<file path="src/verilog/pwr_pkg.sv">
// ##########################################################
// Shared constants for the power-gating controller: bus
// widths, register map, response codes, sequencer states
// ##########################################################

package pwr_pkg;

  // Status fields are one byte per flag group
  localparam int MAX_DOMAINS = 8;

  localparam int ADDR_W = 8;
  localparam int DATA_W = 32;
  localparam int STRB_W = DATA_W / 8;
  localparam int RESP_W = 2;

  // Register map
  localparam logic [ADDR_W-1:0] REG_POWER_ON    = 8'h00;
  localparam logic [ADDR_W-1:0] REG_POWER_OFF   = 8'h04;
  localparam logic [ADDR_W-1:0] REG_RETENTIVE   = 8'h08;
  localparam logic [ADDR_W-1:0] REG_STATUS      = 8'h0C;
  localparam logic [ADDR_W-1:0] REG_IRQ_PENDING = 8'h10;
  localparam logic [ADDR_W-1:0] REG_IRQ_ENABLE  = 8'h14;

  localparam logic [RESP_W-1:0] RESP_OKAY   = 2'b00;
  localparam logic [RESP_W-1:0] RESP_SLVERR = 2'b10;

  // Power-up runs OFF..ON, power-down runs ON..OFF
  typedef enum logic [2:0] {
    OFF     = 3'd0,
    SW_ON   = 3'd1,
    RST_REL = 3'd2,
    ISO_REL = 3'd3,
    ON      = 3'd4,
    ISO_SET = 3'd5,
    RST_SET = 3'd6,
    SW_OFF  = 3'd7
  } seq_state_e;

endpackage

</file>
<file path="src/verilog/pwr_dom_if.sv">
// ##########################################################
// Per-domain link between register block, sequencer and
// status collector
// ##########################################################

`timescale 1ns/1ns

interface pwr_dom_if;

  // Commands, pulses from the register block
  logic req_on;
  logic req_off;
  // Retention choice for the next power-down
  logic retentive;

  // Sequencer state
  logic busy;
  logic is_on;
  logic err;
  // One cycle at the end of every sequence
  logic done;

  modport ctrl (
    output req_on,
    output req_off,
    output retentive
  );

  modport seq (
    input  req_on,
    input  req_off,
    input  retentive,
    output busy,
    output is_on,
    output err,
    output done
  );

  modport mon (
    input busy,
    input is_on,
    input err,
    input done
  );

endinterface

</file>
<file path="src/verilog/pwr_axil_regs.sv">
// ##########################################################
// AXI4-Lite register slave: command masks, retention and
// interrupt-enable registers, status readback
// ##########################################################

`timescale 1ns/1ns

module pwr_axil_regs #(
  parameter int NUM_DOMAINS = 4
) (
  input  logic                        clk_i,
  input  logic                        rst_n_i,

  input  logic [pwr_pkg::ADDR_W-1:0]  awaddr_i,
  input  logic                        awvalid_i,
  output logic                        awready_o,
  input  logic [pwr_pkg::DATA_W-1:0]  wdata_i,
  input  logic [pwr_pkg::STRB_W-1:0]  wstrb_i,
  input  logic                        wvalid_i,
  output logic                        wready_o,
  output logic [pwr_pkg::RESP_W-1:0]  bresp_o,
  output logic                        bvalid_o,
  input  logic                        bready_i,
  input  logic [pwr_pkg::ADDR_W-1:0]  araddr_i,
  input  logic                        arvalid_i,
  output logic                        arready_o,
  output logic [pwr_pkg::DATA_W-1:0]  rdata_o,
  output logic [pwr_pkg::RESP_W-1:0]  rresp_o,
  output logic                        rvalid_o,
  input  logic                        rready_i,

  pwr_dom_if.ctrl                     dom [NUM_DOMAINS],

  input  logic [pwr_pkg::DATA_W-1:0]  status_word_i,
  input  logic [NUM_DOMAINS-1:0]      pending_i,
  output logic [NUM_DOMAINS-1:0]      irq_clear_o,
  output logic [NUM_DOMAINS-1:0]      irq_enable_o
);

  import pwr_pkg::*;

  logic                   wr_accept;
  logic                   wr_full;
  logic                   wr_mapped;
  logic [NUM_DOMAINS-1:0] wr_mask;
  logic [NUM_DOMAINS-1:0] req_on_v;
  logic [NUM_DOMAINS-1:0] req_off_v;
  logic                   bvalid_q;
  logic [RESP_W-1:0]      bresp_q;
  logic [NUM_DOMAINS-1:0] retentive_q;
  logic [NUM_DOMAINS-1:0] irq_enable_q;

  logic                   rd_accept;
  logic [DATA_W-1:0]      rd_data;
  logic [RESP_W-1:0]      rd_resp;
  logic                   rvalid_q;
  logic [DATA_W-1:0]      rdata_q;
  logic [RESP_W-1:0]      rresp_q;

  // No new write while a response waits
  assign wr_accept = awvalid_i & wvalid_i & ~bvalid_q;
  assign awready_o = wr_accept;
  assign wready_o  = wr_accept;
  assign wr_full   = (wstrb_i == '1);
  assign wr_mask   = wdata_i[NUM_DOMAINS-1:0];

  assign wr_mapped = (awaddr_i == REG_POWER_ON) || (awaddr_i == REG_POWER_OFF) ||
                     (awaddr_i == REG_RETENTIVE) || (awaddr_i == REG_IRQ_PENDING) ||
                     (awaddr_i == REG_IRQ_ENABLE);

  // Partial writes are acknowledged but have no effect
  always_comb begin
    req_on_v    = '0;
    req_off_v   = '0;
    irq_clear_o = '0;
    if (wr_accept && wr_full) begin
      if (awaddr_i == REG_POWER_ON) req_on_v = wr_mask;
      if (awaddr_i == REG_POWER_OFF) req_off_v = wr_mask;
      if (awaddr_i == REG_IRQ_PENDING) irq_clear_o = wr_mask;
    end
  end

  always_ff @(posedge clk_i) begin
    if (!rst_n_i) begin
      bvalid_q     <= 1'b0;
      retentive_q  <= '0;
      irq_enable_q <= '0;
    end else if (wr_accept) begin
      bvalid_q <= 1'b1;
      if (wr_full && awaddr_i == REG_RETENTIVE) retentive_q <= wr_mask;
      if (wr_full && awaddr_i == REG_IRQ_ENABLE) irq_enable_q <= wr_mask;
    end else if (bready_i) begin
      bvalid_q <= 1'b0;
    end
  end

  always_ff @(posedge clk_i) begin
    if (wr_accept) bresp_q <= wr_mapped ? RESP_OKAY : RESP_SLVERR;
  end

  // Read side
  assign rd_accept = arvalid_i & ~rvalid_q;
  assign arready_o = rd_accept;

  always_comb begin
    rd_resp = RESP_OKAY;
    case (araddr_i)
      REG_POWER_ON, REG_POWER_OFF: rd_data = '0;
      REG_RETENTIVE:   rd_data = DATA_W'(retentive_q);
      REG_STATUS:      rd_data = status_word_i;
      REG_IRQ_PENDING: rd_data = DATA_W'(pending_i);
      REG_IRQ_ENABLE:  rd_data = DATA_W'(irq_enable_q);
      default: begin
        rd_data = '0;
        rd_resp = RESP_SLVERR;
      end
    endcase
  end

  always_ff @(posedge clk_i) begin
    if (!rst_n_i) begin
      rvalid_q <= 1'b0;
    end else if (rd_accept) begin
      rvalid_q <= 1'b1;
    end else if (rready_i) begin
      rvalid_q <= 1'b0;
    end
  end

  always_ff @(posedge clk_i) begin
    if (rd_accept) begin
      rdata_q <= rd_data;
      rresp_q <= rd_resp;
    end
  end

  assign bvalid_o     = bvalid_q;
  assign bresp_o      = bresp_q;
  assign rvalid_o     = rvalid_q;
  assign rdata_o      = rdata_q;
  assign rresp_o      = rresp_q;
  assign irq_enable_o = irq_enable_q;

  for (genvar k = 0; k < NUM_DOMAINS; k++) begin : g_dom
    assign dom[k].req_on    = req_on_v[k];
    assign dom[k].req_off   = req_off_v[k];
    assign dom[k].retentive = retentive_q[k];
  end

endmodule

</file>
<file path="src/verilog/pwr_domain_seq.sv">
// ##########################################################
// Power-up / power-down sequencer for one switched domain,
// with switch acknowledge timeout
// ##########################################################

`timescale 1ns/1ns

module pwr_domain_seq #(
  parameter int ACK_TIMEOUT = 64
) (
  input  logic    clk_i,
  input  logic    rst_n_i,
  pwr_dom_if.seq  dom,
  output logic    switch_o,
  output logic    iso_o,
  output logic    rst_n_o,
  output logic    ret_o,
  input  logic    ack_i
);

  import pwr_pkg::*;

  localparam int CNT_W = $clog2(ACK_TIMEOUT + 1);

  seq_state_e       state_q;
  logic [CNT_W-1:0] cnt_q;
  logic             timeout;
  logic             switch_q;
  logic             iso_q;
  logic             rst_n_q;
  logic             ret_q;
  logic             err_q;
  logic             done_q;

  assign timeout = (cnt_q == CNT_W'(ACK_TIMEOUT - 1));

  always_ff @(posedge clk_i) begin
    if (!rst_n_i) begin
      state_q  <= OFF;
      cnt_q    <= '0;
      switch_q <= 1'b0;
      iso_q    <= 1'b1;
      rst_n_q  <= 1'b0;
      ret_q    <= 1'b0;
      err_q    <= 1'b0;
      done_q   <= 1'b0;
    end else begin
      done_q <= 1'b0;
      case (state_q)
        OFF: if (dom.req_on) begin
          state_q  <= SW_ON;
          switch_q <= 1'b1;
          err_q    <= 1'b0;
          cnt_q    <= '0;
        end
        SW_ON: begin
          if (ack_i) begin
            // Supply is up, memories leave retention
            state_q <= RST_REL;
            rst_n_q <= 1'b1;
            ret_q   <= 1'b0;
          end else if (timeout) begin
            state_q  <= OFF;
            switch_q <= 1'b0;
            err_q    <= 1'b1;
            done_q   <= 1'b1;
          end else begin
            cnt_q <= cnt_q + 1'b1;
          end
        end
        RST_REL: begin
          state_q <= ISO_REL;
          iso_q   <= 1'b0;
        end
        ISO_REL: begin
          state_q <= ON;
          done_q  <= 1'b1;
        end
        ON: if (dom.req_off) begin
          state_q <= ISO_SET;
          iso_q   <= 1'b1;
          ret_q   <= dom.retentive;
        end
        ISO_SET: begin
          state_q <= RST_SET;
          rst_n_q <= 1'b0;
        end
        RST_SET: begin
          state_q  <= SW_OFF;
          switch_q <= 1'b0;
          cnt_q    <= '0;
        end
        SW_OFF: begin
          // Outputs are already in the off state here
          if (!ack_i || timeout) begin
            state_q <= OFF;
            done_q  <= 1'b1;
            err_q   <= ack_i;
          end else begin
            cnt_q <= cnt_q + 1'b1;
          end
        end
        default: state_q <= OFF;
      endcase
    end
  end

  assign switch_o = switch_q;
  assign iso_o    = iso_q;
  assign rst_n_o  = rst_n_q;
  assign ret_o    = ret_q;

  assign dom.busy  = (state_q != OFF) && (state_q != ON);
  assign dom.is_on = (state_q == ON);
  assign dom.err   = err_q;
  assign dom.done  = done_q;

endmodule

</file>
<file path="src/verilog/pwr_status_agg.sv">
// ##########################################################
// Status word packing, sticky pending bits and interrupt
// ##########################################################

`timescale 1ns/1ns

module pwr_status_agg #(
  parameter int NUM_DOMAINS = 4
) (
  input  logic                       clk_i,
  input  logic                       rst_n_i,
  pwr_dom_if.mon                     dom [NUM_DOMAINS],
  input  logic [NUM_DOMAINS-1:0]     irq_clear_i,
  input  logic [NUM_DOMAINS-1:0]     irq_enable_i,
  output logic [pwr_pkg::DATA_W-1:0] status_word_o,
  output logic [NUM_DOMAINS-1:0]     pending_o,
  output logic                       irq_o
);

  import pwr_pkg::*;

  logic [NUM_DOMAINS-1:0] is_on_v;
  logic [NUM_DOMAINS-1:0] busy_v;
  logic [NUM_DOMAINS-1:0] err_v;
  logic [NUM_DOMAINS-1:0] done_v;
  logic [NUM_DOMAINS-1:0] pending_d;
  logic [NUM_DOMAINS-1:0] pending_q;
  logic                   irq_q;

  for (genvar k = 0; k < NUM_DOMAINS; k++) begin : g_dom
    assign is_on_v[k] = dom[k].is_on;
    assign busy_v[k]  = dom[k].busy;
    assign err_v[k]   = dom[k].err;
    assign done_v[k]  = dom[k].done;
  end

  // is_on in 7:0, busy in 15:8, err in 23:16
  assign status_word_o = {{(DATA_W - 3 * MAX_DOMAINS){1'b0}},
                          MAX_DOMAINS'(err_v),
                          MAX_DOMAINS'(busy_v),
                          MAX_DOMAINS'(is_on_v)};

  // A completion in the clear cycle keeps its bit
  assign pending_d = (pending_q & ~irq_clear_i) | done_v;

  always_ff @(posedge clk_i) begin
    if (!rst_n_i) begin
      pending_q <= '0;
      irq_q     <= 1'b0;
    end else begin
      pending_q <= pending_d;
      irq_q     <= |(pending_d & irq_enable_i);
    end
  end

  assign pending_o = pending_q;
  assign irq_o     = irq_q;

endmodule

</file>
<file path="src/verilog/pwr_ctrl_top.sv">
// ##########################################################
// Power-gating controller top: AXI4-Lite registers, domain
// sequencers and status collector
// ##########################################################

`timescale 1ns/1ns

module pwr_ctrl_top #(
  parameter int NUM_DOMAINS = 4,
  parameter int ACK_TIMEOUT = 64
) (
  input  logic                       clk_i,
  input  logic                       rst_n_i,

  input  logic [pwr_pkg::ADDR_W-1:0] awaddr_i,
  input  logic                       awvalid_i,
  output logic                       awready_o,
  input  logic [pwr_pkg::DATA_W-1:0] wdata_i,
  input  logic [pwr_pkg::STRB_W-1:0] wstrb_i,
  input  logic                       wvalid_i,
  output logic                       wready_o,
  output logic [pwr_pkg::RESP_W-1:0] bresp_o,
  output logic                       bvalid_o,
  input  logic                       bready_i,
  input  logic [pwr_pkg::ADDR_W-1:0] araddr_i,
  input  logic                       arvalid_i,
  output logic                       arready_o,
  output logic [pwr_pkg::DATA_W-1:0] rdata_o,
  output logic [pwr_pkg::RESP_W-1:0] rresp_o,
  output logic                       rvalid_o,
  input  logic                       rready_i,

  output logic [NUM_DOMAINS-1:0]     dom_switch_o,
  output logic [NUM_DOMAINS-1:0]     dom_iso_o,
  output logic [NUM_DOMAINS-1:0]     dom_rst_n_o,
  output logic [NUM_DOMAINS-1:0]     dom_ret_o,
  input  logic [NUM_DOMAINS-1:0]     dom_ack_i,
  output logic                       irq_o
);

  import pwr_pkg::*;

  logic [DATA_W-1:0]      status_word;
  logic [NUM_DOMAINS-1:0] pending;
  logic [NUM_DOMAINS-1:0] irq_clear;
  logic [NUM_DOMAINS-1:0] irq_enable;

  pwr_dom_if dom_if [NUM_DOMAINS] ();

  pwr_axil_regs #(
    .NUM_DOMAINS(NUM_DOMAINS)
  ) u_regs (
    .clk_i,
    .rst_n_i,
    .awaddr_i,
    .awvalid_i,
    .awready_o,
    .wdata_i,
    .wstrb_i,
    .wvalid_i,
    .wready_o,
    .bresp_o,
    .bvalid_o,
    .bready_i,
    .araddr_i,
    .arvalid_i,
    .arready_o,
    .rdata_o,
    .rresp_o,
    .rvalid_o,
    .rready_i,
    .dom          (dom_if),
    .status_word_i(status_word),
    .pending_i    (pending),
    .irq_clear_o  (irq_clear),
    .irq_enable_o (irq_enable)
  );

  // One sequencer per switched domain
  for (genvar k = 0; k < NUM_DOMAINS; k++) begin : g_seq
    pwr_domain_seq #(
      .ACK_TIMEOUT(ACK_TIMEOUT)
    ) u_seq (
      .clk_i,
      .rst_n_i,
      .dom     (dom_if[k]),
      .switch_o(dom_switch_o[k]),
      .iso_o   (dom_iso_o[k]),
      .rst_n_o (dom_rst_n_o[k]),
      .ret_o   (dom_ret_o[k]),
      .ack_i   (dom_ack_i[k])
    );
  end

  pwr_status_agg #(
    .NUM_DOMAINS(NUM_DOMAINS)
  ) u_status (
    .clk_i,
    .rst_n_i,
    .dom          (dom_if),
    .irq_clear_i  (irq_clear),
    .irq_enable_i (irq_enable),
    .status_word_o(status_word),
    .pending_o    (pending),
    .irq_o
  );

endmodule

</file>
<file path="config.mk">
export PLATFORM = sky130hd
export DESIGN_NAME = pwr_ctrl_top
export DESIGN_NICKNAME = d
export VERILOG_FILES = /design/src/verilog/pwr_pkg.sv /design/src/verilog/pwr_dom_if.sv /design/src/verilog/pwr_axil_regs.sv /design/src/verilog/pwr_domain_seq.sv /design/src/verilog/pwr_status_agg.sv /design/src/verilog/pwr_ctrl_top.sv
export SDC_FILE = /design/constraint.sdc
export NUM_CORES = 1
export LEC_CHECK = 0
export ABC_AREA = 1
export BUFFER_PORTS_ARGS = -buffer_cell sky130_fd_sc_hd__buf_2
export CORE_ASPECT_RATIO = 0.8
export CORE_MARGIN = 2
export CORE_UTILIZATION = 45
export DETAILED_ROUTE_END_ITERATION = 16
export PLACE_DENSITY_LB_ADDON = 0.08
export SYNTH_ARGS = -nofsm -noshare
export SYNTH_HDL_FRONTEND = slang
export SYNTH_SLANG_ARGS = --single-unit
</file>
<file path="constraint.sdc">
create_clock -name clk_i -period 4.8 [get_ports clk_i]
set_input_delay 1.2 -clock clk_i [delete_from_list [all_inputs] [get_ports clk_i]]
set_output_delay 1.2 -clock clk_i [all_outputs]
set_load 0.01 [all_outputs]
</file>
## Yosys cells after proc, flatten, opt, wreduce, memory -nomap -nowiden

Index checks and enable logic that the tools add are counted.

| operators by class | value |
|---|---|
| $add $sub $neg | 4 |
| equality and inequality tests | 82 |
| mux-type cells | 137 |
| bitwise gates (word level) | 9 |
| reduce and logical (&&, ||, !) cells | 87 |

Operators by type and width:

| cell | number |
|---|---|
| two-way mux 7 bit | 16 |
| one-hot mux 7 bit (4 select lines) | 4 |
| one-hot mux 3 bit (8 select lines) | 4 |
| one-hot mux 20 bit (4 select lines) | 1 |
| two-way mux 1 bit | 60 |
| two-way mux 3 bit | 20 |
| == test 3 bit (second input constant) | 16 |
| != test 2 bit (second input constant) | 20 |
| AND reduction 5 bit | 8 |
| one-hot mux 1 bit (3 select lines) | 12 |
| nonzero test 3 bit | 12 |
| == test 8 x 5 -> 1 bit (second input constant) | 4 |
| AND reduction 4 bit | 8 |
| adder 7 x 1 -> 7 bit (second input constant) | 4 |
| == test 7 x 6 -> 1 bit (second input constant) | 4 |
| nonzero test 2 bit | 14 |
| == test 3 x 2 -> 1 bit (second input constant) | 8 |
| == test 8 x 4 -> 1 bit (second input constant) | 3 |
| two-way mux 4 bit | 6 |
| != test 2 x 1 -> 1 bit (second input constant) | 12 |
| one-hot mux 1 bit (2 select lines) | 12 |
| AND reduction 2 bit | 10 |
| == test 8 x 3 -> 1 bit (second input constant) | 2 |
| zero test 8 bit | 2 |
| 18 further kinds | 57 |

| storage, ports and cells | value |
|---|---|
| bits in registers | 115 |
| bits of input ports | 63 |
| output and inout port bits | 58 |
| logic and storage cells | 360 |

## Depth between registers and ports, before layout

| logic depth | value |
|---|---|
| depth after elaboration | 9 |
| gate-level depth with buffers | 12 |
| mapped depth without buffers | 12 |

## Cells and area by module

A second synthesis with hierarchy kept.

| unflattened totals | value |
|---|---|
| cells, all modules | 972 |
| area, all modules | 7150.6 sq um |

Modules (own cells, without submodules):

| module | instances | cells each | area an instance (sq um) | seq. area each (sq um) |
|---|---|---|---|---|
| pwr_domain_seq | 4 | 160 | 1049.8 | 320.3 |
| pwr_axil_regs | 1 | 265 | 2491.1 | 1221.2 |
| pwr_status_agg | 1 | 67 | 460.4 | 100.1 |

## Least setup slack after synthesis

No wires, ideal clock.

| timing | value |
|---|---|
| path type | input-to-output |
| start point | in arvalid_i |
| end point | out arready_o |
| data arrival time | 1.949 ns |
| required time | 3.600 ns |
| slack | 1.651 ns |
| stages on the path | 2 |
| buffers on the path | 0 |
| cells stage by stage | inv_1 > nor2_1 |

| between the ends | value |
|---|---|
| word-level cells in the longest chain between the ends | 1 |

RTL lines:

| what | RTL line | RTL |
|---|---|---|
| start, declared | pwr_ctrl_top.sv:26 | `input logic arvalid_i,` |
| AND 1 bit | pwr_axil_regs.sv:102 | `assign rd_accept = arvalid_i & ~rvalid_q;` |
| end, declared | pwr_ctrl_top.sv:27 | `output logic arready_o,` |

No other way between the ends.

## Final worst setup path

Ends and elaborated chain as after synthesis.

==> results.md <==
* Post-synth top area share at 0.293
* Gate power share at 0.089
* Global route overflow at 0
* Tot GR Track Use at 0.195
* Via Count at 4948
* Largest area contributor in the netlist: dfxtp_1
* HP Class: register to register
* Post-layout util at 0.517
* Switching Fraction at 0.239
* Post-Synthesis Cell Area at 0.00541 sq mm
* Drt via density at 4.90
* Rows at 35
* Fill cells at 1152
* Slew Limit Fails at 0
* Clock power frac at 0.436
* DP Area at 0.00568 sq mm
* CP Max Fanout at 15
* Initial Utilization at 0.466
* RSZ-0062 raised after global routing: no
* Worst-case clock buffer depth at 2
* CP Class: input pin to primary output
* Worst skew pair latency at 0.34 ns
* CTS clk-pin slew, worst paths at 0.07 ns
* DRT Pass-1 Iters at 4
* DP HPWL at 8930 microns
* Cell Pwr Density at 289 mW/mm^2
* Non-filler cells, final at 1010
* CP required at 3.60 ns
* Worst-Margin Slew at 0.792 ns
* Crit path cell chain: buf_2, inv_1, nor2_1, buf_4, buf_2
* Worst Setup Start Kind: input pin
* Post-route setup slack at 1.76 ns
* Top cells by area, synth: dfxtp_1 29%, nand2_1 14%, nor2_1 8.1%, edfxtp_1 7.8%, inv_1 6.3%
* Final Setup Violations at 0
* Layout cells sized above 1 at 0.167
* CP dominant cell by count: buf_2
* Post-route ant nets at 0
* Final hold vios at 0
* DRT iter0 DRCs at 281
* Fmax at 0.329 GHz
* Crit. End Element: primary output
* Nets@finish at 924
* Yosys warnings at 0
* Number of remaining DRC errors at 0
* GPL Wtd Cong at 0.857
* Fin crit share at 0.634
* H-tree levels at 3
* Syn Area/Cell at 6.74 sq um
* Layout Area Growth over Synthesis at 10.9%
* Root buffer cell: clkbuf_16
* Peak supply drop at 0.211 mV
* Seq pwr share at 0.475
* Pin count of the biggest net entering global routing at 41
* Internal at 1.32 mW
* Diodes inserted at 0
* Status: finished, final reports clean
* Post_cts resized at 0
* Distinct cells, synth at 42
* CTS tree: built
* CP max-delay cell: buf_4
* Psw at 0.415 mW
* Min Tclk post-route at 3.04 ns
* CP max stage delay at 0.27 ns
* First-pass GRT wire length at 20600 microns
* Core Region at 0.0116 sq mm
* Dpl cells at 994
* Setup TNS at 0 ns
* I/O Pins at 121
* Setup Skew at 0.00777 ns
* # clock sinks at 93
* DIE HEIGHT at 102 microns
* Setup bufs post-CTS at 0
* Initial antenna violation count at 0
* Synth Instances at 802
* Die Wd at 127 microns
* Max-cap viol count at 0
* WL final at 12300 microns
* Pre-CTS setup slack at 1.73 ns
* # hold bufs at CTS at 0
* DR WL/cell at 12.2 microns
* Die Area at 0.0129 sq mm
* Worst relative slew slack at 0.472
* Vias in the first global route at 4415
* Worst path arrival time at 1.84 ns
* IO buf count at 70
* Synthesis-stage register bit count at 93
* Final instance area at 0.00600 sq mm
* Post-synthesis sequential area ratio at 0.370
* TritonCTS buffer count at 9
* Leak at 2.70 nW
==> metal layers <==
layer	wire, microns	vias up	share of wire	GRT usage
met5	0	-	0	0
li1	-	2611	-	-
met1	6240	2176	0.51	0.281
met2	5140	150	0.42	0.307
met3	830	11	0.067	0.0414
met4	111	0	0.0090	0.0338
==> power groups by stage <==
stage / clock [mW] / combinational, mW / sequential (mW)
after global routing: 0.813 / 0.178 / 0.824
after detailed placement: 0 / 0.153 / 0.840
after CTS: 0.784 / 0.154 / 0.822
after global placement: 0 / 0.150 / 0.839
after floorplan: 0 / 0.120 / 0.841
final: 0.755 / 0.154 / 0.823
==> cell type report <==
class	count	area, sq um	share of cell area
clock buffer	10	229	0.0382
clock inverter	6	87.6	0.0146
inverter	103	392	0.0653
multi-input combinational	578	2740	0.456
sequential	93	2000	0.334
tap	148	185	0.0309
timing repair buffer	72	365	0.0609
==> flip-flops by register name, indices dropped and copies added (netlist names), 4 cells and up <==
name,flops
g_seq.u_seq.rst_n_o,4
g_seq.u_seq.state_q,12
g_seq.u_seq.ret_o,4
g_seq.u_seq.dom.done,4
u_regs.rdata_o,12
u_status.pending_o,4
g_seq.u_seq.iso_o,4
u_regs.irq_enable_o,4
u_regs.retentive_q,4
g_seq.u_seq.dom.err,4
g_seq.u_seq.cnt_q,28
g_seq.u_seq.switch_o,4
==> cells in the mapped netlist, drive strengths merged <==
cell type,count
nand4,23
ha,4
clkinv,2
o31a,1
conb,1
and2,1
nor2,135
nand3,51
o21bai,3
edfxtp,14
nor4,1
nand2,219
buf,43
or2,2
o21ai,29
nand3b,3
nor3,12
a31oi,1
o21a,1
nor3b,2
inv,101
dfxtp,79
a211oi,1
clkbuf,6
a21oi,65
o211ai,2
==> metrics by stage <==
stage | hold WS, ns | total power [mW]
global route | 0.480 | 1.82
floorplan | 0.427 | 0.960
global placement | 0.446 | 0.989
finish | 0.457 | 1.73
detailed placement | 0.451 | 0.993
CTS | 0.463 | 1.76
==> placed cells by master, fill, tap and decap left out, types with 4 or more instances in the layout <==
cell type / instances
nor2_2: 13
inv_1: 91
buf_2: 70
nor2_1: 117
nand2_1: 202
nand3_1: 46
nand2_4: 5
edfxtp_1: 14
nand4_1: 22
inv_2: 8
clkbuf_16: 9
a21oi_1: 64
nor3_1: 9
nand2_2: 12
dfxtp_1: 79
ha_1: 4
nor2_4: 5
nand3_2: 5
o21ai_0: 26
conb_1: 22
==> worst max-delay path: cells and delay by family <==
kind	cells	cell delay, ns
and+or+nand+nor	1	0.08
buffers and inverters	4	0.57
==> logic make-up after synthesis <==
kind of cell / Yosys count / share of synthesized area
flip-flops: 93 / 0.370
other: 1 / 0.000694
AND/OR/NAND/NOR: 449 / 0.380
buffers and inverters: 152 / 0.138
AO/OA/AOI/OAI: 103 / 0.102
adder cells (fa/ha/maj): 4 / 0.00926
==> path summary, 6_finish.rpt <==
path	cells after the start	start	slack, ns	to
worst max-delay path	5	arvalid_i	1.76	arready_o
worst min-delay path	2	g_seq[1].u_seq.dom.err$_SDFFE_PN0P_	0.46	g_seq[1].u_seq.dom.err$_SDFFE_PN0P_
worst max register to register	9	u_regs.bvalid_o$_SDFFE_PN0P_	2.89	g_seq[1].u_seq.cnt_q[5]$_SDFFE_PN0P_
worst min register to register	2	g_seq[1].u_seq.dom.err$_SDFFE_PN0P_	0.46	g_seq[1].u_seq.dom.err$_SDFFE_PN0P_
Power figures use the tool's default switching activity.
